--- config.mk ---
export PLATFORM = sky130hd
export DESIGN_NAME = regfile
export DESIGN_NICKNAME = d
export VERILOG_FILES = /design/src/source/hf_pkg.sv /design/src/source/regfile.sv
export VERILOG_INCLUDE_DIRS = /design/src /design/src/source
export SDC_FILE = /design/constraint.sdc
export NUM_CORES = 2
export LEC_CHECK = 0
export BUFFER_PORTS_ARGS = -buffer_cell sky130_fd_sc_hd__buf_2
export CORE_ASPECT_RATIO = 1.1
export CORE_MARGIN = 2
export CORE_UTILIZATION = 28
export DETAILED_ROUTE_END_ITERATION = 8
export PLACE_DENSITY = 0.41
export SLEW_MARGIN = 20
export SYNTH_ARGS = -nofsm -noshare
export SYNTH_HDL_FRONTEND = slang
export SYNTH_SLANG_ARGS = --single-unit
--- constraint.sdc ---
create_clock -name clk_i -period 3.9 [get_ports clk_i]
set_input_delay 0.585 -clock clk_i [delete_from_list [all_inputs] [get_ports clk_i]]
set_output_delay 0.585 -clock clk_i [all_outputs]
set_load 0.05 [all_outputs]
--- src/source/hf_settings.svh ---
// Global sizing macros for data width, register count and history depth.

`ifndef HF_SETTINGS_SVH
`define HF_SETTINGS_SVH

// ----------------------------------------
// Datapath
// ----------------------------------------

// Width of PCs, register data and the exception fields.
`define HF_XLEN 32

// Number of architectural integer registers.
`define HF_NREGS 32

// ----------------------------------------
// History file
// ----------------------------------------

`define HF_DEPTH 16 // Must be a power of two so the pointers wrap on their own.

`endif

--- src/source/hf_pkg.sv ---
// Shared types: data and register address types, exception causes, FSM states, history entry.

`include "hf_settings.svh"

package hf_pkg;

	typedef logic [`HF_XLEN-1:0] xlen_t;
	typedef logic [$clog2(`HF_NREGS)-1:0] reg_addr_t;

	// Exception codes as carried on the writeback bus.
	// The nonzero codes follow mcause, except that instruction misalignment
	// (mcause 0) needs its own code because zero means no exception here.
	typedef enum logic [3:0] {
		EXC_NONE           = 4'd0,
		EXC_ILLEGAL        = 4'd2,
		EXC_LOAD_FAULT     = 4'd5,
		EXC_STORE_FAULT    = 4'd7,
		EXC_INSTR_MISALIGN = 4'd15 // Reported as mcause 0.
	} exc_cause_e;

	typedef enum logic [1:0] {
		HF_RUN,     // Normal dispatch, completion and retirement.
		HF_RECOVER, // Walking back and restoring old register values.
		HF_REPORT   // One cycle presenting the exception fields.
	} hf_state_e;

	// One history file entry, written at dispatch and completed at writeback.
	typedef struct packed {
		logic       done;
		exc_cause_e cause;
		xlen_t      miss_addr;
		xlen_t      pc;
		reg_addr_t  rd;
		xlen_t      old_value; // Destination value before this instruction.
	} hf_entry_t;

endpackage

--- src/source/regfile.sv ---
// Integer register file with one write port and two combinational read ports.

`timescale 1ns/1ns

`include "hf_settings.svh"

module regfile (
	input  logic              clk_i,
	input  logic              rst_n_i,
	input  logic              we_i,
	input  hf_pkg::reg_addr_t waddr_i,
	input  hf_pkg::xlen_t     wdata_i,
	input  hf_pkg::reg_addr_t raddr_a_i,
	output hf_pkg::xlen_t     rdata_a_o,
	input  hf_pkg::reg_addr_t raddr_b_i,
	output hf_pkg::xlen_t     rdata_b_o
);

	hf_pkg::xlen_t regs [`HF_NREGS];

	always_ff @(posedge clk_i or negedge rst_n_i) begin
		if (!rst_n_i) begin
			for (int i = 0; i < `HF_NREGS; i++) begin
				regs[i] <= '0;
			end
		end else if (we_i && waddr_i != '0) begin // Writes to x0 are ignored.
			regs[waddr_i] <= wdata_i;
		end
	end

	// x0 reads as zero regardless of what the array holds.
	assign rdata_a_o = (raddr_a_i == '0) ? '0 : regs[raddr_a_i];
	assign rdata_b_o = (raddr_b_i == '0) ? '0 : regs[raddr_b_i];

endmodule

==> impl_metrics.csv <==
group,metric,value,unit
grt,grt_max_degree,161,
clock_tree,clk_root_buffer_cell,"clkbuf_16",
drt,routed-via-count,34599,
place,finalWeightedCongestion,0.771,
clock_tree,clock_tree_from_tritoncts,"yes",
yosys,synth_enable_flop_cells,0,
critical_path,worstPathCellList,"buf_8 > buf_4 > mux4_2 > mux2_2 > o21ai_0 > a311oi_1 > buf_12",
yosys,asyncSetResetFlopFracSynth,100,%
hold_path,hold_path.class,"in2async",
yosys,synthAdderAreaFrac,0,%
yosys,synth_ff_type,"dfrtp_1",
grt,first_global_vias,36703,
sta,final_number_of_max_transition_violations,0,
pwr,leak,0.0273,uW
critical_path,crit_type,"in2out",
layout,fin_nets,3751,
sta,fmaxAchievable,265,MHz
die,die-height,466,um
yosys,synth-seq-area-share,47.1,%
layout,regMostFlops,"regs",
drt,wl_per_cell,32.4,um
grt,grt_pass1_wl,295000,um
yosys,synth_top_family_by_area,"multiplexers",
clock_tree,clock_latency,0.76,ns
place,placed_area,0.0604,mm2
clock_tree,number_of_gates_given_a_new_drive_strength_after_cts,0,
critical_path,worst_path_largest_cell_delay,0.78,ns
sta,finalCritPeriodShare,96.9,%
sta,rsz0062_at_grt,"false",
yosys,netlist_instances,3621,
drt,detail_route.drc_violations,0,
die,pin_count,114,
yosys,yosys.cell_types.count,35,
critical_path,crit_path_max_fanout,45,
drt,route.detailed.vias_per_inst,5.43,
drt,wirelength,206000,um
yosys,yosys.area_share.xor_xnor,0,%
sta,worst_pin_slew,1.24,ns
layout,highest_count_cells_in_the_layout_ignoring_fill_and_taps,"mux2_2 (1046), dfrtp_1 (1024), mux4_2 (448)",
grt,overflow_left_after_global_routing,0,
critical_path,slowest_cell_on_the_critical_path,"a311oi_1",
yosys,compound_gate_fraction_of_synth_area,4.84,%
die,fp.dieW,424,um
sta,totalNegativeSetupSlack,0,ns
sta,setup_viol,0,
yosys,synth-warning-count,0,
layout,post_route_cells_drive_above_1_share,56.0,%
yosys,muxShareOfSynthArea,42.8,%
yosys,syn_area,0.0544,mm2
sta,finalCriticalPeriod,3.78,ns
critical_path,critPathLaunchType,"input pin",
sta,relSlewSlack,17.0,%
clock_tree,numCtsBuffers,121,
clock_tree,post_cts_hold_buffer_count,1,
critical_path,crit_path_end_kind,"primary output",
clock_tree,clk_pin_slew_worst_paths,0.06,ns
pwr,powerDensity,512,mW/mm2
sta,finalClockSkew,0,ns
clock_tree,numClockSinks,1024,
die,floorplan.die_area,0.198,mm2
clock_tree,clock_path_buffers,3,
layout,final.fill_count,18956,
job,cap_viol_max_count,0,
grt,grtUsageTotal,20.9,%
yosys,synth.net_count,3671,
layout,largest_registers,"regs (1024)",
yosys,synth-simple-area-share,1.61,%
yosys,post_synth.cell_area_avg,15.0,um2
critical_path,timing.critical_path.required,3.31,ns
place,worst_setup_slack_after_placement,0.115,ns
sta,finalWorstSetupSlack,0.123,ns
yosys,synth-seq-cells,1024,
die,design.core.area,0.193,mm2
layout,max_ffs_per_register,1024,
clock_tree,cts.repair_timing.setup_buffer_count,0,
die,starting_utilization_of_the_core_area,28.2,%
layout,mostFrequentLayoutCell,"mux2_2",
layout,finish.instance_area,0.0645,mm2
die,core.rowCount,169,
pwr,worst_ir_drop_vdd,0.000400,V
outcome,outcome,"finished, final reports clean",
layout,area_growth_syn_to_layout,18.6,%
critical_path,cp_num_buf_inv,3,
place,detailedPlacementHpwl,127000,um
drt,detailedRoute.firstPassIterationCount,7,
clock_tree,htree_num_levels,3,
critical_path,arrival,3.19,ns
sta,finalHoldViolations,0,
drt,drt.antenna.violating_nets,0,
grt,grt_antenna_before_repair,21,
place,number_of_i_o_port_buffers,113,
critical_path,crit_family,"buffers and inverters",
drt,detail_route.iter0.violations,2418,
==> cells in the mapped netlist, types with 49 or more instances <==
library cell,count,area [um2]
o21ai_0,101,505
nor2b_1,71,444
a211oi_1,64,480
nand2_1,49,184
a22oi_1,64,480
dfrtp_1,1024,25600
buf_2,170,851
mux2_2,1046,11800
mux2i_1,128,1280
a311oi_1,64,561
clkbuf_1,223,837
mux4_2,448,10100
==> where the power goes <==
part | internal [uW] | switching, uW
combinational | 4170 | 2980
sequential | 12700 | 1460
clock | 6950 | 4840
total | 23800 | 9280
==> worst paths after layout <==
check | from | to | slack [ns] | cells past startpoint
max | raddr_a_i[2] | rdata_a_o[23] | 0.12 | 7
min | rst_n_i | regs[126] | 0.30 | 2
max reg2reg | regs[980] | regs[980] | 3.09 | 1
min reg2reg | regs[1015] | regs[1015] | 0.39 | 0
max in group asynchronous | rst_n_i | regs[406] | 2.28 | 4
min in group clk_i | regs[1015] | regs[1015] | 0.39 | 0
==> logic make-up after synthesis <==
group / Yosys count
DFF: 1024
buffers and inverters: 434
and+or+nand+nor: 165
AOI/OAI and AO/OA: 366
muxes: 1632
==> per-layer routing <==
metal  vias up  wire [um]  track usage, %
met5         -         89               0
met4        16       4450            4.93
met3       230       9840            3.30
met2       825     101000            34.7
met1     19267      90800            28.4
li1      14261          -               -
==> cell type report <==
type	instances	area [um2]	area share, %
clock inverters	44	474	0.735
repair buffers	389	4500	6.98
clock buffers	180	3610	5.60
multi-input cells	2163	27100	41.9
inverters	2	12.5	0.0194
diodes	5	12.5	0.0194
well taps	2565	3210	4.98
flip-flops and latches	1024	25600	39.7
==> stage by stage <==
step	util, %	cells	power, uW	hold WS (ns)
2_1_floorplan	-	3621	18800	0.289
3_3_place_gp	31.3	6142	21400	0.377
3_5_place_dp	31.3	6142	21500	0.382
4_1_cts	33.4	6367	33500	0.254
5_1_grt	33.4	6369	34600	0.293
6_report	33.4	6372	33100	0.297
Note: power is estimated with default switching activity, not from simulation.
