==> config.mk <==
export PLATFORM = sky130hd
export DESIGN_NAME = rf_write_arbiter_flat
export DESIGN_NICKNAME = d
export VERILOG_FILES = /design/src/source/hf_pkg.sv /design/src/source/rf_write_if.sv /design/src/source/rf_write_arbiter.sv /design/src/flat_wrapper.sv
export VERILOG_INCLUDE_DIRS = /design/src /design/src/source
export SDC_FILE = /design/constraint.sdc
export NUM_CORES = 1
export LEC_CHECK = 0
export BUFFER_PORTS_ARGS = -buffer_cell sky130_fd_sc_hd__buf_2
export CAP_MARGIN = 0
export CORE_MARGIN = 1.5
export CORE_UTILIZATION = 22
export DETAILED_ROUTE_END_ITERATION = 10
export PLACE_DENSITY = 0.81
export SYNTH_ARGS = -nofsm -noshare
export SYNTH_HDL_FRONTEND = slang
export SYNTH_SLANG_ARGS = --single-unit
==> constraint.sdc <==
create_clock -name vclk -period 0.8
set_clock_uncertainty 0.15 [all_clocks]
set_input_delay 0.08 -clock vclk [all_inputs]
set_output_delay 0.08 -clock vclk [all_outputs]
set_load 0.02 [all_outputs]
==> src/source/hf_settings.svh <==
// Global sizing macros for data width, register count and history depth.

`ifndef HF_SETTINGS_SVH
`define HF_SETTINGS_SVH

// ----------------------------------------
// Datapath
// ----------------------------------------

// Width of PCs, register data and the exception fields.
`define HF_XLEN 32

// Number of architectural integer registers.
`define HF_NREGS 32

// ----------------------------------------
// History file
// ----------------------------------------

`define HF_DEPTH 16 // Must be a power of two so the pointers wrap on their own.

`endif

==> src/source/hf_pkg.sv <==
// Shared types: data and register address types, exception causes, FSM states, history entry.

`include "hf_settings.svh"

package hf_pkg;

	typedef logic [`HF_XLEN-1:0] xlen_t;
	typedef logic [$clog2(`HF_NREGS)-1:0] reg_addr_t;

	// Exception codes as carried on the writeback bus.
	// The nonzero codes follow mcause, except that instruction misalignment
	// (mcause 0) needs its own code because zero means no exception here.
	typedef enum logic [3:0] {
		EXC_NONE           = 4'd0,
		EXC_ILLEGAL        = 4'd2,
		EXC_LOAD_FAULT     = 4'd5,
		EXC_STORE_FAULT    = 4'd7,
		EXC_INSTR_MISALIGN = 4'd15 // Reported as mcause 0.
	} exc_cause_e;

	typedef enum logic [1:0] {
		HF_RUN,     // Normal dispatch, completion and retirement.
		HF_RECOVER, // Walking back and restoring old register values.
		HF_REPORT   // One cycle presenting the exception fields.
	} hf_state_e;

	// One history file entry, written at dispatch and completed at writeback.
	typedef struct packed {
		logic       done;
		exc_cause_e cause;
		xlen_t      miss_addr;
		xlen_t      pc;
		reg_addr_t  rd;
		xlen_t      old_value; // Destination value before this instruction.
	} hf_entry_t;

endpackage

==> src/source/rf_write_if.sv <==
// Interface for one register file write requester, with requester and arbiter modports.

`timescale 1ns/1ns

interface rf_write_if;

	logic              req;
	logic              grant; // Same-cycle grant from the arbiter.
	hf_pkg::reg_addr_t addr;
	hf_pkg::xlen_t     data;

	modport requester (
		output req, addr, data,
		input  grant
	);

	modport arbiter (
		input  req, addr, data,
		output grant
	);

endinterface

==> src/source/rf_write_arbiter.sv <==
// Fixed-priority arbiter for the register file write port, recovery over writeback.

`timescale 1ns/1ns

module rf_write_arbiter (
	rf_write_if.arbiter       rec_wr,
	rf_write_if.arbiter       wb_wr,
	output logic              we_o,
	output hf_pkg::reg_addr_t waddr_o,
	output hf_pkg::xlen_t     wdata_o
);

	// ----------------------------------------
	// Grants
	// ----------------------------------------

	// Recovery always wins. A writeback that loses is simply dropped,
	// since it can only come from an instruction that was killed.
	always_comb begin
		rec_wr.grant = rec_wr.req;
		wb_wr.grant  = wb_wr.req && !rec_wr.req;
	end

	// ----------------------------------------
	// Write port mux
	// ----------------------------------------

	always_comb begin
		we_o = rec_wr.grant || wb_wr.grant;
		if (rec_wr.grant) begin
			waddr_o = rec_wr.addr;
			wdata_o = rec_wr.data;
		end else begin
			waddr_o = wb_wr.addr; // Also the idle value; we_o is low then.
			wdata_o = wb_wr.data;
		end
	end

endmodule

==> src/flat_wrapper.sv <==
// flat-port wrapper written by rule: the top's interface ports become plain ports
module rf_write_arbiter_flat 
  (we_o, waddr_o, wdata_o, rec_wr_req, rec_wr_addr, rec_wr_data, rec_wr_grant, wb_wr_req, wb_wr_addr, wb_wr_data, wb_wr_grant);
  rf_write_if rec_wr_i ();
  rf_write_if wb_wr_i ();
  output logic we_o;
  output hf_pkg::reg_addr_t waddr_o;
  output hf_pkg::xlen_t wdata_o;
  input wire logic [$bits(rec_wr_i.req)-1:0] rec_wr_req;
  input wire logic [$bits(rec_wr_i.addr)-1:0] rec_wr_addr;
  input wire logic [$bits(rec_wr_i.data)-1:0] rec_wr_data;
  output wire logic [$bits(rec_wr_i.grant)-1:0] rec_wr_grant;
  input wire logic [$bits(wb_wr_i.req)-1:0] wb_wr_req;
  input wire logic [$bits(wb_wr_i.addr)-1:0] wb_wr_addr;
  input wire logic [$bits(wb_wr_i.data)-1:0] wb_wr_data;
  output wire logic [$bits(wb_wr_i.grant)-1:0] wb_wr_grant;
  assign rec_wr_i.req = rec_wr_req;
  assign rec_wr_i.addr = rec_wr_addr;
  assign rec_wr_i.data = rec_wr_data;
  assign rec_wr_grant = rec_wr_i.grant;
  assign wb_wr_i.req = wb_wr_req;
  assign wb_wr_i.addr = wb_wr_addr;
  assign wb_wr_i.data = wb_wr_data;
  assign wb_wr_grant = wb_wr_i.grant;
  rf_write_arbiter u_core (.rec_wr(rec_wr_i), .wb_wr(wb_wr_i), .we_o(we_o), .waddr_o(waddr_o), .wdata_o(wdata_o));
endmodule
==> out/qor.yml <==
detailed_routing:
  wire_per_inst_um: 15.30
  postRouteWirelength_mm: 2.923
  drc: 0
  drt_iter0_drc: 5
  viasPerCell: 4.592
  drt-pass1-iter-count: 3
  antenna_left: 0
  via_count: 877
synthesis:
  yosys.area.top_type: "mux2_2"
  ys_warn_count: 0
  syn_area_um2: 504.2
  ys_seq_area_frac: 0
  synth-simple-area-share: 0.02481
  yosys.area.top_type_share: 0.6476
  synthAdderAreaFrac: 0
  synth_area_per_cell_um2: 11.46
  muxShareOfSynthArea: 0.8859
  yosysUniqueCellTypes: 6
  synth.most_common_cell: "mux2_2"
  synth_top_family_by_area: "multiplexers"
  yosys-top-cells-area: "mux2_2 65%, mux2_4 24%, buf_4 4.5%, buf_6 4.5%, nor2b_1 1.2%"
  synth_common_cells: "29 x mux2_2, 8 x mux2_4, 3 x buf_4"
  synth_fp_nets: 120
  synth_compound_area_frac: 0
  syn_inst: 44
  synthXorXnorAreaFrac: 0
critical_path:
  worstPathCellList: "buf_16, clkbuf_16, mux2_4, buf_6"
  critical_path_class: "in2out"
  worst_setup_path_end_kind: "output pin"
  crit_path_max_incr_delay_ps: 290
  path_max_fanout: 7
  cp_slowest_cell: "mux2_4"
  critPathRequiredTime_ps: 570
  start_kind: "primary input"
  crit_start: "rec_wr_req"
  critPathArrivalTime_ps: 810
floorplanning:
  die_h_um: 50.88
  die_x_um: 50.88
  row_count: 17
  core_area_mm2: 0.002191
  ios: 116
  start_util: 0.2302
  die_area_mm2: 0.002588
power_and_ir_drop:
  power_density_mw_per_mm2: 731.3
  p_leak_nw: 0.9505
  ir_worst_vdd_v: 0.0004448
place:
  portBuffers: 116
  place_congestion: 0.6355
  placedCellCount: 185
layout:
  fillers: 146
  drive_gt1_frac: 0.9939
  areaGrowthSynthToFinish_pct: 227.3
  num-clock-buffers: 0
  antenna_cells: 0
  flops_and_latches: 0
  multiInputGateArea_um2: 575.6
  final_cells: 191
  register_area_um2: 0
  nets: 241
sta:
  final.period_utilization: 1.298
  setup_slack_ps: -238.7
  maxSlewViolCount: 0
  max_slew_margin: 0.9270
  setup_violations: 40
  setup_tns_ps: -8598
  fin_crit_ps: 1039
  hold_viol: 0
  grt_setup_unrepaired: "true"
  maxClockFrequency_mhz: 962.8
  worst_slew_pin_slew_ps: 109.5
grt:
  grt_pass1_vias: 842
  grt_start_max_net_pins: 12
  antenna_found_initial: 0
  track_usage: 0.1974
  grt_pass1_wl_mm: 3.953
  grt-ovfl-total: 0
run:
  cap_violations: 0
hold_path:
  min_from: "wb_wr_req"
  holdPathStages: 3
  hold_class: "in2out"
outcome:
  violations: "setup timing"
  status: "finished with violations"
==> layout by cell type (no fill, tap or decap) <==
cell type and instances:
buf_6 41, mux2_4 37, buf_16 5, buf_12 2, nor2b_4 1, or2_1 1
clkbuf_16 1, buf_2 75
==> final timing paths <==
check	slack, ps	end
worst max-delay path	-240	wdata_o[7]
worst min-delay path	310	we_o
==> metrics by stage <==
| step | cell area (um2) | setup slack (ps) | total power (W) | hold WS, ps | utilization |
|---|---|---|---|---|---|
| global route | 1650 | -258.3 | 0.001260 | 327.1 | 0.7533 |
| CTS | 1539 | -249.8 | 0.001122 | 321.2 | 0.7025 |
| global placement | 1190 | -336.6 | 0.0008250 | 314.0 | 0.5431 |
| finish | 1650 | -238.7 | 0.001207 | 313.1 | 0.7533 |
| detailed placement | 1190 | -358.1 | 0.0008449 | 323.9 | 0.5431 |
| floorplan | 599.3 | -93.94 | 0.0005182 | 122.6 | - |
==> power by group <==
part | switching (W) | internal (W) | total [W]
Combinational | 0.000472 | 0.000735 | 0.00121
Sequential | 0 | 0 | 0
Clock | 0 | 0 | 0
==> layer usage <==
layer / GRT usage / part of all wire
met1: 0.2110 / 0.34
met2: 0.4298 / 0.58
met3: 0.01754 / 0.077
met4: 0 / 0
met5: 0 / 0
==> critical path: cells and delay by family <==
| kind | cells | cell delay [ps] |
|---|---|---|
| buffers and inverters | 3 | 430 |
| multiplexers | 1 | 290 |
==> layout make-up <==
cell class	count	share of cell area
timing repair buffer	124	0.6300
tap	28	0.02123
multi-input combinational	39	0.3487
==> what timing repair did <==
action / CTS / global route
buffers inserted: 0 / 1
hold buffers: 0 / 0
resized for setup: 77 / 24
gates cloned: 4 / 1
setup endpoints to repair: 40 / 39
pin swaps: 0 / 1
==> cells by family after synthesis <==
| group | after synthesis |
|---|---|
| buffers and inverters | 5 |
| muxes | 37 |
| and+or+nand+nor | 2 |
Power figures use the tool's default switching activity.
