File: src/source/hf_settings.svh
// Global sizing macros for data width, register count and history depth.

`ifndef HF_SETTINGS_SVH
`define HF_SETTINGS_SVH

// ----------------------------------------
// Datapath
// ----------------------------------------

// Width of PCs, register data and the exception fields.
`define HF_XLEN 32

// Number of architectural integer registers.
`define HF_NREGS 32

// ----------------------------------------
// History file
// ----------------------------------------

`define HF_DEPTH 16 // Must be a power of two so the pointers wrap on their own.

`endif

File: src/source/hf_pkg.sv
// Shared types: data and register address types, exception causes, FSM states, history entry.

`include "hf_settings.svh"

package hf_pkg;

	typedef logic [`HF_XLEN-1:0] xlen_t;
	typedef logic [$clog2(`HF_NREGS)-1:0] reg_addr_t;

	// Exception codes as carried on the writeback bus.
	// The nonzero codes follow mcause, except that instruction misalignment
	// (mcause 0) needs its own code because zero means no exception here.
	typedef enum logic [3:0] {
		EXC_NONE           = 4'd0,
		EXC_ILLEGAL        = 4'd2,
		EXC_LOAD_FAULT     = 4'd5,
		EXC_STORE_FAULT    = 4'd7,
		EXC_INSTR_MISALIGN = 4'd15 // Reported as mcause 0.
	} exc_cause_e;

	typedef enum logic [1:0] {
		HF_RUN,     // Normal dispatch, completion and retirement.
		HF_RECOVER, // Walking back and restoring old register values.
		HF_REPORT   // One cycle presenting the exception fields.
	} hf_state_e;

	// One history file entry, written at dispatch and completed at writeback.
	typedef struct packed {
		logic       done;
		exc_cause_e cause;
		xlen_t      miss_addr;
		xlen_t      pc;
		reg_addr_t  rd;
		xlen_t      old_value; // Destination value before this instruction.
	} hf_entry_t;

endpackage

File: src/source/exc_capture.sv
// Exception capture registers for mepc, mcause and mtval.

`timescale 1ns/1ns

module exc_capture (
	input  logic               clk_i,
	input  logic               rst_n_i,
	input  logic               exc_i,
	input  hf_pkg::xlen_t      exc_pc_i,
	input  hf_pkg::exc_cause_e exc_cause_i,
	input  hf_pkg::xlen_t      exc_tval_i,
	output hf_pkg::xlen_t      mepc_o,
	output hf_pkg::xlen_t      mcause_o,
	output hf_pkg::xlen_t      mtval_o
);

	hf_pkg::xlen_t cause_code;

	// Widen the internal code to mcause. Misalignment carries a private code.
	always_comb begin
		case (exc_cause_i)
			hf_pkg::EXC_INSTR_MISALIGN: cause_code = '0;
			default:                    cause_code = hf_pkg::xlen_t'(exc_cause_i);
		endcase
	end

	always_ff @(posedge clk_i or negedge rst_n_i) begin
		if (!rst_n_i) begin
			mepc_o   <= '0;
			mcause_o <= '0;
			mtval_o  <= '0;
		end else if (exc_i) begin // Held until the next report.
			mepc_o   <= exc_pc_i;
			mcause_o <= cause_code;
			mtval_o  <= exc_tval_i;
		end
	end

endmodule

File: config.mk
export PLATFORM = sky130hd
export DESIGN_NAME = exc_capture
export DESIGN_NICKNAME = d
export VERILOG_FILES = /design/src/source/hf_pkg.sv /design/src/source/exc_capture.sv
export VERILOG_INCLUDE_DIRS = /design/src /design/src/source
export SDC_FILE = /design/constraint.sdc
export NUM_CORES = 1
export LEC_CHECK = 0
export ABC_CLOCK_PERIOD_IN_PS = 1170
export BUFFER_PORTS_ARGS = -buffer_cell sky130_fd_sc_hd__clkbuf_2
export CAP_MARGIN = 15
export CORE_ASPECT_RATIO = 0.7
export CORE_MARGIN = 2
export CORE_UTILIZATION = 35
export DETAILED_ROUTE_END_ITERATION = 8
export PLACE_DENSITY_LB_ADDON = 0.3
export SLEW_MARGIN = 20
export SYNTH_ARGS = -nofsm -noshare
export SYNTH_HDL_FRONTEND = slang
export SYNTH_SLANG_ARGS = --single-unit
File: constraint.sdc
create_clock -name clk_i -period 1.17 [get_ports clk_i]
set_clock_uncertainty 0.2 [all_clocks]
set_input_delay 0.1755 -clock clk_i [delete_from_list [all_inputs] [get_ports clk_i]]
set_output_delay 0.1755 -clock clk_i [all_outputs]
set_load 0.05 [all_outputs]
==> results of run 1 <==
-- layout make-up --
| type | count | area (um^2) | area share (%) |
|---|---|---|---|
| clock buffers | 11 | 233 | 4.42 |
| clock inverters | 3 | 40.0 | 0.761 |
| multi-input cells | 100 | 901 | 17.1 |
| flip-flops and latches | 68 | 1790 | 34.0 |
| well taps | 101 | 126 | 2.40 |
| repair buffers | 217 | 2170 | 41.3 |
-- placed cells by master, fill, tap and decap left out, types with 3 or more instances in the layout --
cell | netlist | layout
mux2i_1 | 4 | 4
buf_4 | 28 | 7
dfrtp_2 | 0 | 68
clkbuf_2 | 0 | 68
dlygate4sd3_1 | 0 | 69
a41oi_1 | 4 | 4
buf_12 | 0 | 3
clkbuf_16 | 0 | 9
buf_8 | 0 | 68
mux2_2 | 64 | 64
conb_1 | 1 | 28
-- worst paths after layout --
check / to / slack (ps) / depth (start not counted)
max reg2reg: mtval_o[0]$_DFFE_PN0P_ / 50 / 2
max in group asynchronous: mcause_o[1]$_DFFE_PN0P_ / 250 / 3
min in group asynchronous: mtval_o[27]$_DFFE_PN0P_ / 200 / 3
min reg2reg: mepc_o[2]$_DFFE_PN0P_ / 340 / 1
min: mtval_o[18]$_DFFE_PN0P_ / 40 / 2
max: mcause_o[3] / -110 / 1
-- per-layer routing --
layer	up-vias	GRT usage, %
li1	997	-
met1	1050	19.0
met2	98	30.9
met3	12	7.56
met4	0	5.93
met5	-	0
-- what timing repair did --
item	in CTS	in global routing
hold buffers	69	0
resized for setup	136	68
hold endpoints to repair	136	0
buffers inserted	0	5
setup endpoints to repair	68	68
-- state kept, by name, indices dropped and copies added, names as in the netlist --
| name | cells |
|---|---|
| mepc_o | 32 |
| mtval_o | 32 |
| mcause_o | 4 |
-- power by group --
| group | switching, mW | total [mW] | internal, mW | leakage, nW |
|---|---|---|---|---|
| logic | 1.42 | 2.54 | 1.12 | 1.52 |
| clock network | 0.934 | 2.55 | 1.62 | 0.135 |
| registers | 0.226 | 2.87 | 2.64 | 0.728 |
-- kinds of logic after synthesis --
group | count (synthesis) | share of synthesized area [%]
muxes | 68 | 27.0
DFF | 68 | 60.4
buffers and inverters | 36 | 11.2
AOI/OAI and AO/OA | 4 | 1.24
other | 1 | 0.133
==> qor.yml, run 1 <==
drtAntennaViolNets: 0
routed_via_density: 4.31
htreeDepth: 3
route.met2.wl_um: 3960
drive_gt1_share_pct: 73.2
synth_common_cells: "68 x dfrtp_1, 64 x mux2_2, 28 x buf_4"
gp_congestion: 0.678
layout.nets: 467
final_core_util_pct: 67.1
wl_um: 7570
setup_tns_ps: -6710
wl_per_cell_um: 15.1
cts_buffer_depth: 2
fin_hold_ws_ps: 38.7
hold_viol: 0
p_leak_nw: 2.38
grt_max_degree: 69
start_util_pct: 35.9
cts_tree: "done"
place_ws_ps: -112
min_from: "exc_i"
power.density_mw_per_mm2: 1510
required_ps: 790
cp-start-kind: "flip-flop"
ir_drop_mv: 1.15
overflow: 0
status: "complete, but fails checks"
num_io_pins: 167
critPathSlowestCell: "dfrtp_2"
rsz0062_at_grt: "yes"
slew_violations: 0
avgSynthCellArea_um2: 15.9
antenna_found_initial: 0
ys.flop_type: "dfrtp_1"
grt_pass1_wl_um: 11800
stdcell_area_mm2: 0.00526
async_flop_share_pct: 100
crit_start: "mcause_o[3]$_DFFE_PN0P_"
placed_cells: 412
path_buf_inv: 1
topRoutingLayerUsed: "met4"
cts-root-buf: "clkbuf_16"
ys_seq_area_share_pct: 60.4
cts_buffers: 9
finalPower_mw: 7.96
violations: "negative setup slack"
fmax_ghz: 0.780
io_buffer_count: 138
dr_total_vias: 2157
hold_path.class: "primary input to flip-flop"
die_area_mm2: 0.00879
met1_length_um: 2840
dpl.hpwl_um: 4070
ys_warn_count: 0
stdcell_count: 500
max_stage_delay_ps: 420
area_delta_synth_final_pct: 86.8
worstSetupPathType: "flip-flop to primary output"
period_share_pct: 110
firstDrtPassIters: 4
synth_cell_types: 8
drt-initial-drc-count: 60
yosysTopAreaCell: "dfrtp_1"
cp_cell_sequence: "buf_8"
rows: 27
core_mm2: 0.00784
post-synth-top-area-fraction_pct: 60.4
setup_viol: 68
n_antenna_cell: 0
cts.sinks: 68
path_max_fanout: 2
track_usage_pct: 17.4
chipHeight_um: 79.1
die_w_um: 111
endpoint_kind: "primary output"
grt_pass1_vias: 2278
synth-edff-count: 0
r2r_start: "mtval_o[0]$_DFFE_PN0P_"
synth.most_common_cell: "dfrtp_1"
fin_crit_ps: 1280
placedInstanceArea_mm2: 0.00358
ys_ff_latch: 68
syn_area_mm2: 0.00282
synthCells: 177
fill_cells: 542
cpLargestDelayFamily: "flip-flops"
clk-insertion-delay-late_ps: 330
setup_slack_ps: -112
worstPathArrival_ps: 910
met3_wirelength_um: 657
drv_cap: 0
route.detailed.drc: 0
yosys-top-cells-area: "dfrtp_1 60%, mux2_2 26%, buf_4 7.5%"
clk_pin_slew_ps: 50
Note: power is estimated with default switching activity, not from simulation.
==> inputs of run 2 (changes only) <==
--- a/config.mk
+++ b/config.mk
@@ -14,7 +14,7 @@
 export CORE_UTILIZATION = 35
 export DETAILED_ROUTE_END_ITERATION = 8
 export PLACE_DENSITY_LB_ADDON = 0.3
-export SLEW_MARGIN = 20
+export SKIP_CTS_REPAIR_TIMING = 1
 export SYNTH_ARGS = -nofsm -noshare
 export SYNTH_HDL_FRONTEND = slang
 export SYNTH_SLANG_ARGS = --single-unit
==> qor.yml, run 2 (synthesis results as in run 1) <==
setup_slack_ps: -109  # +3.23 ps
final_core_util_pct: 63.9  # -3.2 points
worstPathArrival_ps: 900  # about the same
die_w_um: 111  # unchanged
io_buffer_count: 138  # unchanged
period_share_pct: 109  # -0.28 points
firstDrtPassIters: 4  # unchanged
drtAntennaViolNets: 0  # unchanged
chipHeight_um: 79.1  # unchanged
rrSetupSlack_ps: 60  # about the same
max_stage_delay_ps: 420  # about the same
violations: "negative setup slack"
wl_um: 7200  # -4.8%
status: "complete, but fails checks"
min_from: "exc_i"
regArea_mm2: 0.00179  # unchanged
cp-start-kind: "flip-flop"
cts_buffer_depth: 2  # unchanged
path_buf_inv: 1  # unchanged
final_common_cell: "dlygate4sd3_1"
endpoint_kind: "primary output"
drt-initial-drc-count: 55  # -8.3%
clk-insertion-delay-late_ps: 320  # about the same
worstSetupPathType: "flip-flop to primary output"
hold_end: "mtval_o[21]$_DFFE_PN0P_"
path_max_fanout: 2  # unchanged
dpl.hpwl_um: 4070  # unchanged
layout.nets: 466  # -0.21%
p_leak_nw: 2.29  # -3.9%
cts-root-buf: "clkbuf_16"
grt_max_degree: 69  # unchanged
final_cell_mix: "69 x dlygate4sd3_1, 68 x clkbuf_2, 68 x dfrtp_2, 65 x buf_6, 64 x mux2_2"
hold_depth: 2  # unchanged
cp_cell_sequence: "buf_6"
start_util_pct: 35.9  # unchanged
hold_viol: 0  # unchanged
grt_pass1_vias: 1864  # -18%
worst_r2r_path_depth: 2  # unchanged
num_io_pins: 167  # unchanged
rr_endpoint: "mepc_o[29]$_DFFE_PN0P_"
drv_cap: 0  # unchanged
fmax_ghz: 0.782  # +0.25%
cpLargestDelayFamily: "flip-flops"
area_delta_synth_final_pct: 77.9
route.detailed.drc: 0  # unchanged
core_mm2: 0.00784  # unchanged
routed_via_density: 4.26  # -1.2%
n_antenna_cell: 0  # unchanged
fill_cells: 580  # +7.0%
stdcell_area_mm2: 0.00501  # -4.8%
antenna_found_initial: 0  # unchanged
setup_viol: 68  # unchanged
fin_crit_ps: 1280  # -3.23 ps
placedInstanceArea_mm2: 0.00358  # unchanged
grt_pass1_wl_um: 8900  # -25%
track_usage_pct: 13.1  # -4.3 points
gp_congestion: 0.678  # unchanged
wl_per_cell_um: 14.4  # -4.6%
critPathSlowestCell: "dfrtp_2"
setup_tns_ps: -6040  # +669 ps
dr_total_vias: 2127  # -1.4%
power.density_mw_per_mm2: 1540  # +1.6%
cts.sinks: 68  # unchanged
r2r_start: "mepc_o[29]$_DFFE_PN0P_"
hold_path.class: "primary input to flip-flop"
clk_pin_slew_ps: 50  # about the same
cp.depth: 1  # unchanged
cts_tree: "done"
ir_drop_mv: 1.06  # -7.1%
slew_violations: 0  # unchanged
die_area_mm2: 0.00879  # unchanged
drive_gt1_share_pct: 73.1  # about the same
htreeDepth: 3  # unchanged
overflow: 0  # unchanged
rows: 27  # unchanged
cts_buffers: 9  # unchanged
rsz0062_at_grt: "yes"
multi_input_area_um2: 901  # unchanged
largestRegisters: "mepc_o (32), mtval_o (32), mcause_o (4)"
required_ps: 790  # about the same
## run 2: cell count changes in the layout (fill, tap and decap cells not counted)
cell,before,now
buf_6,0,65
buf_4,7,6
buf_8,68,3
## run 2: layout make-up
| class | count | share of cell area, % |
|---|---|---|
| Timing Repair Buffer | 216 | 38.4 |
| Sequential cell | 68 | 35.7 |
| Multi-Input combinational cell | 100 | 18.0 |
| Clock buffer | 11 | 4.65 |
| Tap cell | 101 | 2.52 |
| Clock inverter | 3 | 0.799 |
## run 2: how the worst max path moves through the flow
stage / startpoint / end / slack (ps)
global route: mepc_o[17]$_DFFE_PN0P_ / mepc_o[17] / -140
floorplan: mepc_o[0]$_DFFE_PN0P_ / mepc_o[0]$_DFFE_PN0P_ / 70
global placement: exc_i / mepc_o[20]$_DFFE_PN0P_ / -100
finish: mepc_o[17]$_DFFE_PN0P_ / mepc_o[17] / -110
CTS: mepc_o[22]$_DFFE_PN0P_ / mepc_o[22] / -200
detailed placement: exc_i / mtval_o[16]$_DFFE_PN0P_ / -110
## run 2: metrics by stage
step,instances,setup WS (ps),hold WS (ps),power [mW]
6_report,499,-109,35.8,7.70
5_1_grt,499,-138,39.7,8.02
4_1_cts,426,-197,-331,7.22
3_5_place_dp,412,-112,24.9,4.62
3_3_place_gp,412,-97.1,28.6,4.60
2_1_floorplan,204,67.6,-320,4.23
## run 2: power breakdown
group	leakage (nW)	switching, mW	internal, mW	total, mW
sequential	0.728	0.179	2.64	2.82
clock	0.135	0.922	1.62	2.54
combinational	1.42	1.40	0.943	2.34
total	2.29	2.50	5.20	7.70
## run 2: routing by layer
metal | vias up | part of all wire [%] | GRT usage (%)
li1 | 995 | - | -
met1 | 1021 | 39 | 15.6
met2 | 99 | 51 | 19.3
met3 | 12 | 8.3 | 7.79
met4 | 0 | 1.5 | 5.93
met5 | - | 0 | 0
