==> config.mk <==
export PLATFORM = sky130hd
export DESIGN_NAME = history_file_flat
export DESIGN_NICKNAME = d
export VERILOG_FILES = /design/src/source/hf_pkg.sv /design/src/source/rf_write_if.sv /design/src/source/history_file.sv /design/src/flat_wrapper.sv
export VERILOG_INCLUDE_DIRS = /design/src /design/src/source
export SDC_FILE = /design/constraint.sdc
export NUM_CORES = 2
export LEC_CHECK = 0
export BUFFER_PORTS_ARGS = -buffer_cell sky130_fd_sc_hd__buf_2
export CORE_AREA = 4 4 381 383
export DETAILED_ROUTE_END_ITERATION = 8
export DIE_AREA = 0 0 385 387
export PLACE_DENSITY = 0.85
export SYNTH_ARGS = -nofsm -noshare
export SYNTH_HDL_FRONTEND = slang
export SYNTH_SLANG_ARGS = --single-unit
export TNS_END_PERCENT = 30
==> constraint.sdc <==
create_clock -name clk_i -period 7.95 [get_ports clk_i]
set_clock_uncertainty 0.1 [all_clocks]
set_input_delay 1.59 -clock clk_i [delete_from_list [all_inputs] [get_ports clk_i]]
set_output_delay 1.59 -clock clk_i [all_outputs]
set_load 0.02 [all_outputs]
==> src/source/hf_settings.svh <==
// Global sizing macros for data width, register count and history depth.

`ifndef HF_SETTINGS_SVH
`define HF_SETTINGS_SVH

// ----------------------------------------
// Datapath
// ----------------------------------------

// Width of PCs, register data and the exception fields.
`define HF_XLEN 32

// Number of architectural integer registers.
`define HF_NREGS 32

// ----------------------------------------
// History file
// ----------------------------------------

`define HF_DEPTH 16 // Must be a power of two so the pointers wrap on their own.

`endif

==> src/source/hf_pkg.sv <==
// Shared types: data and register address types, exception causes, FSM states, history entry.

`include "hf_settings.svh"

package hf_pkg;

	typedef logic [`HF_XLEN-1:0] xlen_t;
	typedef logic [$clog2(`HF_NREGS)-1:0] reg_addr_t;

	// Exception codes as carried on the writeback bus.
	// The nonzero codes follow mcause, except that instruction misalignment
	// (mcause 0) needs its own code because zero means no exception here.
	typedef enum logic [3:0] {
		EXC_NONE           = 4'd0,
		EXC_ILLEGAL        = 4'd2,
		EXC_LOAD_FAULT     = 4'd5,
		EXC_STORE_FAULT    = 4'd7,
		EXC_INSTR_MISALIGN = 4'd15 // Reported as mcause 0.
	} exc_cause_e;

	typedef enum logic [1:0] {
		HF_RUN,     // Normal dispatch, completion and retirement.
		HF_RECOVER, // Walking back and restoring old register values.
		HF_REPORT   // One cycle presenting the exception fields.
	} hf_state_e;

	// One history file entry, written at dispatch and completed at writeback.
	typedef struct packed {
		logic       done;
		exc_cause_e cause;
		xlen_t      miss_addr;
		xlen_t      pc;
		reg_addr_t  rd;
		xlen_t      old_value; // Destination value before this instruction.
	} hf_entry_t;

endpackage

==> src/source/rf_write_if.sv <==
// Interface for one register file write requester, with requester and arbiter modports.

`timescale 1ns/1ns

interface rf_write_if;

	logic              req;
	logic              grant; // Same-cycle grant from the arbiter.
	hf_pkg::reg_addr_t addr;
	hf_pkg::xlen_t     data;

	modport requester (
		output req, addr, data,
		input  grant
	);

	modport arbiter (
		input  req, addr, data,
		output grant
	);

endinterface

==> src/source/history_file.sv <==
// History file queue with in-order retirement, pipeline kill and rollback recovery FSM.

`timescale 1ns/1ns

`include "hf_settings.svh"

module history_file (
	input  logic                clk_i,
	input  logic                rst_n_i,
	input  logic                dispatch_valid_i,
	input  hf_pkg::xlen_t       dispatch_pc_i,
	input  hf_pkg::reg_addr_t   dispatch_rd_i,
	input  hf_pkg::xlen_t       old_value_i,
	input  logic                wb_valid_i,
	input  hf_pkg::xlen_t       wb_pc_i,
	input  hf_pkg::exc_cause_e  wb_exc_i,
	input  hf_pkg::xlen_t       wb_miss_addr_i,
	rf_write_if.requester       rec_wr,
	output logic                stall_o,
	output logic                kill_o,
	output hf_pkg::xlen_t       kill_pc_o,
	output logic                exc_o,
	output hf_pkg::xlen_t       exc_pc_o,
	output hf_pkg::exc_cause_e  exc_cause_o,
	output hf_pkg::xlen_t       exc_tval_o
);

	localparam int PTR_W = $clog2(`HF_DEPTH);
	localparam int CNT_W = $clog2(`HF_DEPTH + 1);

	hf_pkg::hf_entry_t hf_q [`HF_DEPTH];

	hf_pkg::hf_state_e state;
	logic [PTR_W-1:0] head;    // Oldest entry.
	logic [PTR_W-1:0] tail;    // Next free slot.
	logic [CNT_W-1:0] count;
	logic [PTR_W-1:0] rec_ptr; // Entry being restored during recovery.

	logic [`HF_DEPTH-1:0] entry_valid;
	logic                 wb_hit;
	logic [PTR_W-1:0]     wb_idx;
	logic                 push;
	logic                 mark;
	logic                 head_done;
	logic                 retire;

	// ----------------------------------------
	// Occupancy and completion lookup
	// ----------------------------------------

	// An entry is live when its distance from the head is below the count.
	always_comb begin
		logic [PTR_W-1:0] offs;
		for (int i = 0; i < `HF_DEPTH; i++) begin
			offs = PTR_W'(i) - head;
			entry_valid[i] = CNT_W'(offs) < count;
		end
	end

	// Completions are matched by PC against live entries that are still pending.
	always_comb begin
		wb_hit = 1'b0;
		wb_idx = '0;
		for (int i = 0; i < `HF_DEPTH; i++) begin
			if (entry_valid[i] && !hf_q[i].done && hf_q[i].pc == wb_pc_i) begin
				wb_hit = 1'b1;
				wb_idx = PTR_W'(i);
			end
		end
	end

	assign head_done = (state == hf_pkg::HF_RUN) && (count != '0) && hf_q[head].done;
	assign retire    = head_done && (hf_q[head].cause == hf_pkg::EXC_NONE);
	assign kill_o    = head_done && (hf_q[head].cause != hf_pkg::EXC_NONE);
	assign kill_pc_o = hf_q[head].pc;

	assign stall_o = (count == CNT_W'(`HF_DEPTH)) || (state != hf_pkg::HF_RUN) || kill_o;
	assign push    = dispatch_valid_i && !stall_o;
	assign mark    = wb_valid_i && wb_hit && (state == hf_pkg::HF_RUN);

	// ----------------------------------------
	// Entry storage
	// ----------------------------------------

	always_ff @(posedge clk_i) begin
		if (push) begin
			hf_q[tail] <= '{
				done:      1'b0,
				cause:     hf_pkg::EXC_NONE,
				miss_addr: '0,
				pc:        dispatch_pc_i,
				rd:        dispatch_rd_i,
				old_value: old_value_i
			};
		end
		if (mark) begin
			hf_q[wb_idx].done      <= 1'b1;
			hf_q[wb_idx].cause     <= wb_exc_i;
			hf_q[wb_idx].miss_addr <= wb_miss_addr_i;
		end
	end

	// ----------------------------------------
	// Pointers and recovery FSM
	// ----------------------------------------

	always_ff @(posedge clk_i or negedge rst_n_i) begin
		if (!rst_n_i) begin
			state   <= hf_pkg::HF_RUN;
			head    <= '0;
			tail    <= '0;
			count   <= '0;
			rec_ptr <= '0;
		end else begin
			case (state)
				hf_pkg::HF_RUN: begin
					if (push) tail <= tail + 1'b1;
					if (retire) head <= head + 1'b1;
					count <= count + CNT_W'(push) - CNT_W'(retire);
					if (kill_o) begin // Dispatch is stalled here, so tail is stable.
						state   <= hf_pkg::HF_RECOVER;
						rec_ptr <= tail - 1'b1;
					end
				end
				hf_pkg::HF_RECOVER: begin
					if (rec_wr.grant) begin
						if (rec_ptr == head) state <= hf_pkg::HF_REPORT;
						else rec_ptr <= rec_ptr - 1'b1;
					end
				end
				default: begin
					// Report done. Everything from the fault onward is discarded.
					state <= hf_pkg::HF_RUN;
					head  <= tail;
					count <= '0;
				end
			endcase
		end
	end

	// Restoring writes, newest entry first.
	assign rec_wr.req  = (state == hf_pkg::HF_RECOVER);
	assign rec_wr.addr = hf_q[rec_ptr].rd;
	assign rec_wr.data = hf_q[rec_ptr].old_value;

	// The faulting entry still sits at the head while the report is out.
	assign exc_o       = (state == hf_pkg::HF_REPORT);
	assign exc_pc_o    = hf_q[head].pc;
	assign exc_cause_o = hf_q[head].cause;
	assign exc_tval_o  = hf_q[head].miss_addr;

endmodule

==> src/flat_wrapper.sv <==
// flat-port wrapper written by rule: the top's interface ports become plain ports
module history_file_flat 
  (clk_i, rst_n_i, dispatch_valid_i, dispatch_pc_i, dispatch_rd_i, old_value_i, wb_valid_i, wb_pc_i, wb_exc_i, wb_miss_addr_i, stall_o, kill_o, kill_pc_o, exc_o, exc_pc_o, exc_cause_o, exc_tval_o, rec_wr_req, rec_wr_addr, rec_wr_data, rec_wr_grant);
  rf_write_if rec_wr_i ();
  input  logic clk_i;
  input  logic rst_n_i;
  input  logic dispatch_valid_i;
  input  hf_pkg::xlen_t dispatch_pc_i;
  input  hf_pkg::reg_addr_t dispatch_rd_i;
  input  hf_pkg::xlen_t old_value_i;
  input  logic wb_valid_i;
  input  hf_pkg::xlen_t wb_pc_i;
  input  hf_pkg::exc_cause_e wb_exc_i;
  input  hf_pkg::xlen_t wb_miss_addr_i;
  output logic stall_o;
  output logic kill_o;
  output hf_pkg::xlen_t kill_pc_o;
  output logic exc_o;
  output hf_pkg::xlen_t exc_pc_o;
  output hf_pkg::exc_cause_e exc_cause_o;
  output hf_pkg::xlen_t exc_tval_o;
  output wire logic [$bits(rec_wr_i.req)-1:0] rec_wr_req;
  output wire logic [$bits(rec_wr_i.addr)-1:0] rec_wr_addr;
  output wire logic [$bits(rec_wr_i.data)-1:0] rec_wr_data;
  input wire logic [$bits(rec_wr_i.grant)-1:0] rec_wr_grant;
  assign rec_wr_req = rec_wr_i.req;
  assign rec_wr_addr = rec_wr_i.addr;
  assign rec_wr_data = rec_wr_i.data;
  assign rec_wr_i.grant = rec_wr_grant;
  history_file u_core (.clk_i(clk_i), .rst_n_i(rst_n_i), .dispatch_valid_i(dispatch_valid_i), .dispatch_pc_i(dispatch_pc_i), .dispatch_rd_i(dispatch_rd_i), .old_value_i(old_value_i), .wb_valid_i(wb_valid_i), .wb_pc_i(wb_pc_i), .wb_exc_i(wb_exc_i), .wb_miss_addr_i(wb_miss_addr_i), .rec_wr(rec_wr_i), .stall_o(stall_o), .kill_o(kill_o), .kill_pc_o(kill_pc_o), .exc_o(exc_o), .exc_pc_o(exc_pc_o), .exc_cause_o(exc_cause_o), .exc_tval_o(exc_tval_o));
endmodule
==> results.sh <==
export IMPL_run_status="finished clean"
export IMPL_finalMaxSlewViolations=0
export IMPL_arrival_ns=5.13
export IMPL_dp_hpwl_mm=146
export IMPL_synth_seq_area_share=0.672
export IMPL_cp_data_required_time_ns=6.26
export IMPL_die_area_mm2=0.149
export IMPL_rsz0062_at_grt="no"
export IMPL_post_synth_instance_area_mm2=0.0763
export IMPL_design_area_mm2=0.0853
export IMPL_y_dimension_of_the_die_um=387
export IMPL_hold_path_class="flip-flop to flip-flop"
export IMPL_power_leakage_uw=0.0266
export IMPL_worst_slew_pin_transition_ns=1.15
export IMPL_placed_area_mm2=0.0797
export IMPL_ys_dominant_reg_cell="sky130_fd_sc_hd__edfxtp_1"
export IMPL_finalPower_uw=21900
export IMPL_dr_first_iter_drc_count=7577
export IMPL_worst_setup_path_start_kind="flip-flop"
export IMPL_layout_nets=4674
export IMPL_crit_path_end_kind="primary output"
export IMPL_final_min_period_over_clock_period=0.857
export IMPL_criticalPathCategory="flip-flop to primary output"
export IMPL_drt_pre_antenna_iters=6
export IMPL_cts_hold_buffers=0
export IMPL_ys_warnings_count=0
export IMPL_vias=45920
export IMPL_clock_transition_time_at_the_flip_flop_clock_pins_of_the_worst_setup_and_hold_paths_ns=0.06
export IMPL_nFillCells=9775
export IMPL_post_route_cells_drive_above_1_share=0.264
export IMPL_wl_per_cell_um=37.2
export IMPL_die_x_um=385
export IMPL_syn_num_nets=4533
export IMPL_syn_instance_count=4343
export IMPL_synth_area_leader_cell="sky130_fd_sc_hd__edfxtp_1"
export IMPL_cts_root_to_sink_buffers=3
export IMPL_grt_start_max_net_pins=155
export IMPL_synth_top_cells_by_area="sky130_fd_sc_hd__edfxtp_1, sky130_fd_sc_hd__mux4_2, sky130_fd_sc_hd__xor2_1, sky130_fd_sc_hd__xnor2_1, sky130_fd_sc_hd__nor4_1"
export IMPL_tritoncts_num_sinks=1715
export IMPL_wire_length_of_the_first_global_routing_pass_mm=344
export IMPL_synth_seq_cells=1715
export IMPL_postCtsSetupRepairBufs=0
export IMPL_antenna_found_initial=37
export IMPL_final_core_utilization=0.603
export IMPL_synth_most_common_cell="sky130_fd_sc_hd__edfxtp_1"
export IMPL_area_delta_synth_final_pct=11.8
export IMPL_maximum_operating_frequency_ghz=0.147
export IMPL_power_density_cell_area_mw_per_mm2=256
export IMPL_edff_count_synth=1680
export IMPL_cts_buffers=172
export IMPL_max_cap_viols=0
export IMPL_cp_common_cell="sky130_fd_sc_hd__buf_4"
export IMPL_cts_tree="built"
export IMPL_yosysUniqueCellTypes=61
export IMPL_finalWirelength_mm=243
export IMPL_routed_via_density=7.03
export IMPL_critPathSlowestCell="sky130_fd_sc_hd__buf_4"
export IMPL_setup_tns_ns=0
export IMPL_worstSkewPairLatency_ns=0.84
export IMPL_i_o_pin_total=283
export IMPL_postSynth_asyncResetShare=0.0111
export IMPL_synthesis_area_per_instance_um2=17.6
export IMPL_critical_path_peak_fanout=41
export IMPL_h_tree_depth=4
export IMPL_detail_route_drc_violations=0
export IMPL_timing_critical_path_cells="buf_4, buf_4, buf_4, mux4_2, mux4_2, buf_2"
export IMPL_critPathMaxStageDelay_ns=0.77
export IMPL_timing_final_crit_period_ns=6.82
export IMPL_gpl_final_weighted_congestion=1.07
export IMPL_cts_repair_resize_count=0
export IMPL_synth_top_area_frac=0.661
export IMPL_timing_final_hold_violations=0
export IMPL_initial_utilization=0.539
export IMPL_globalRouteTotalUtil=0.327
export IMPL_first_global_vias=44544
export IMPL_ir_worst_vdd_v=0.000243
export IMPL_postRouteAntennaNets=0
export IMPL_io_buffers=282
export IMPL_maxSlewHeadroom=0.237
export IMPL_cts_root_buf="sky130_fd_sc_hd__clkbuf_16"
export IMPL_gr_total_overflow=0
export IMPL_setup_viol_count_final=0
export IMPL_row_count=138
export IMPL_area_of_the_core_mm2=0.141
export IMPL_synth_commonest_cells="sky130_fd_sc_hd__edfxtp_1, sky130_fd_sc_hd__mux4_2, sky130_fd_sc_hd__nor4_1"
## metrics by stage
step,instances,worst slack (ns),hold WS (ns)
floorplan,4343,-0.431,0.335
global placement,6200,0.963,0.411
detailed placement,6200,0.929,0.420
CTS,6517,0.955,0.431
global route,6525,0.736,0.434
finish,6533,1.13,0.448
## cell usage in the layout, fill, tap and decap left out, types with 31 or more instances in the layout
cell / count
sky130_fd_sc_hd__xor2_1: 273
sky130_fd_sc_hd__a21oi_1: 38
sky130_fd_sc_hd__ha_1: 47
sky130_fd_sc_hd__clkbuf_1: 37
sky130_fd_sc_hd__edfxtp_1: 1680
sky130_fd_sc_hd__clkinv_1: 39
sky130_fd_sc_hd__clkbuf_16: 173
sky130_fd_sc_hd__xnor2_1: 255
sky130_fd_sc_hd__nor3_1: 286
sky130_fd_sc_hd__nor2_1: 62
sky130_fd_sc_hd__nor4_1: 318
sky130_fd_sc_hd__o21ai_0: 31
sky130_fd_sc_hd__and3_1: 38
sky130_fd_sc_hd__buf_4: 85
sky130_fd_sc_hd__inv_1: 72
sky130_fd_sc_hd__mux4_2: 530
sky130_fd_sc_hd__buf_2: 282
sky130_fd_sc_hd__nand4_1: 68
## per-layer routing
| metal | wire length (um) | vias up | GRT usage |
|---|---|---|---|
| li1 | - | 17767 | - |
| met1 | 85300 | 23367 | 0.458 |
| met2 | 111000 | 4204 | 0.488 |
| met3 | 35200 | 562 | 0.103 |
| met4 | 10800 | 20 | 0.116 |
| met5 | 128 | - | 0 |
## path summary, 6_finish.rpt
path	startpoint	end	slack [ns]	cells after the start
max	u_core.head[0]$_DFFE_PN0P_	exc_tval_o[1]	1.13	6
min	u_core.hf_q[13][105]$_SDFFE_PP1P_	u_core.hf_q[13][105]$_SDFFE_PP1P_	0.45	2
max reg2reg	u_core.head[2]$_DFFE_PN0P_	u_core.hf_q[7][94]$_DFFE_PP_	1.15	16
min reg2reg	u_core.hf_q[13][105]$_SDFFE_PP1P_	u_core.hf_q[13][105]$_SDFFE_PP1P_	0.45	2
max in group asynchronous	rst_n_i	u_core.head[0]$_DFFE_PN0P_	6.74	1
min in group asynchronous	rst_n_i	u_core.tail[3]$_DFFE_PN0P_	0.63	1
## critical path: cells and delay by family, from the launching register on
kind / cells / cell delay [ns]
buffers and inverters: 4 / 2.33
DFF: 1 / 0.72
muxes: 2 / 1.21
## report_power, final
part | switching [uW] | total, uW | internal, uW | leakage (uW)
clock network | 3640 | 8020 | 4380 | 0.00268
registers | 359 | 11200 | 10800 | 0.0155
logic | 1900 | 2640 | 741 | 0.00842
## logic make-up (layout without fill, tap and decap cells)
group | count (synthesis) | after routing | synth area share
AOI/OAI and AO/OA | 131 | 131 | 0.0110
adders and majority gates | 48 | 48 | 0.00797
xor gates and xnor gates | 528 | 528 | 0.0606
other | 0 | 16 | 0
muxes | 533 | 533 | 0.157
and+or+nand+nor | 889 | 889 | 0.0650
DFF | 1715 | 1715 | 0.672
buffers and inverters | 499 | 783 | 0.0266
## state kept, by name (all words and copies together) (netlist names)
register and cells:
u_core.count 5, u_core.head 4, u_core.hf_q 1696, u_core.rec_ptr 4
u_core.state 2, u_core.tail 4
## final cells by class
class | count | area (um2) | area share
flip-flops and latches | 1715 | 51300 | 0.601
multi-input cells | 2129 | 23300 | 0.273
clock buffers | 213 | 4510 | 0.0529
repair buffers | 386 | 2430 | 0.0285
well taps | 1890 | 2360 | 0.0277
clock inverters | 104 | 1050 | 0.0124
inverters | 80 | 320 | 0.00376
diodes | 16 | 40.0 | 0.000470
(Power assumes the default switching activity.)
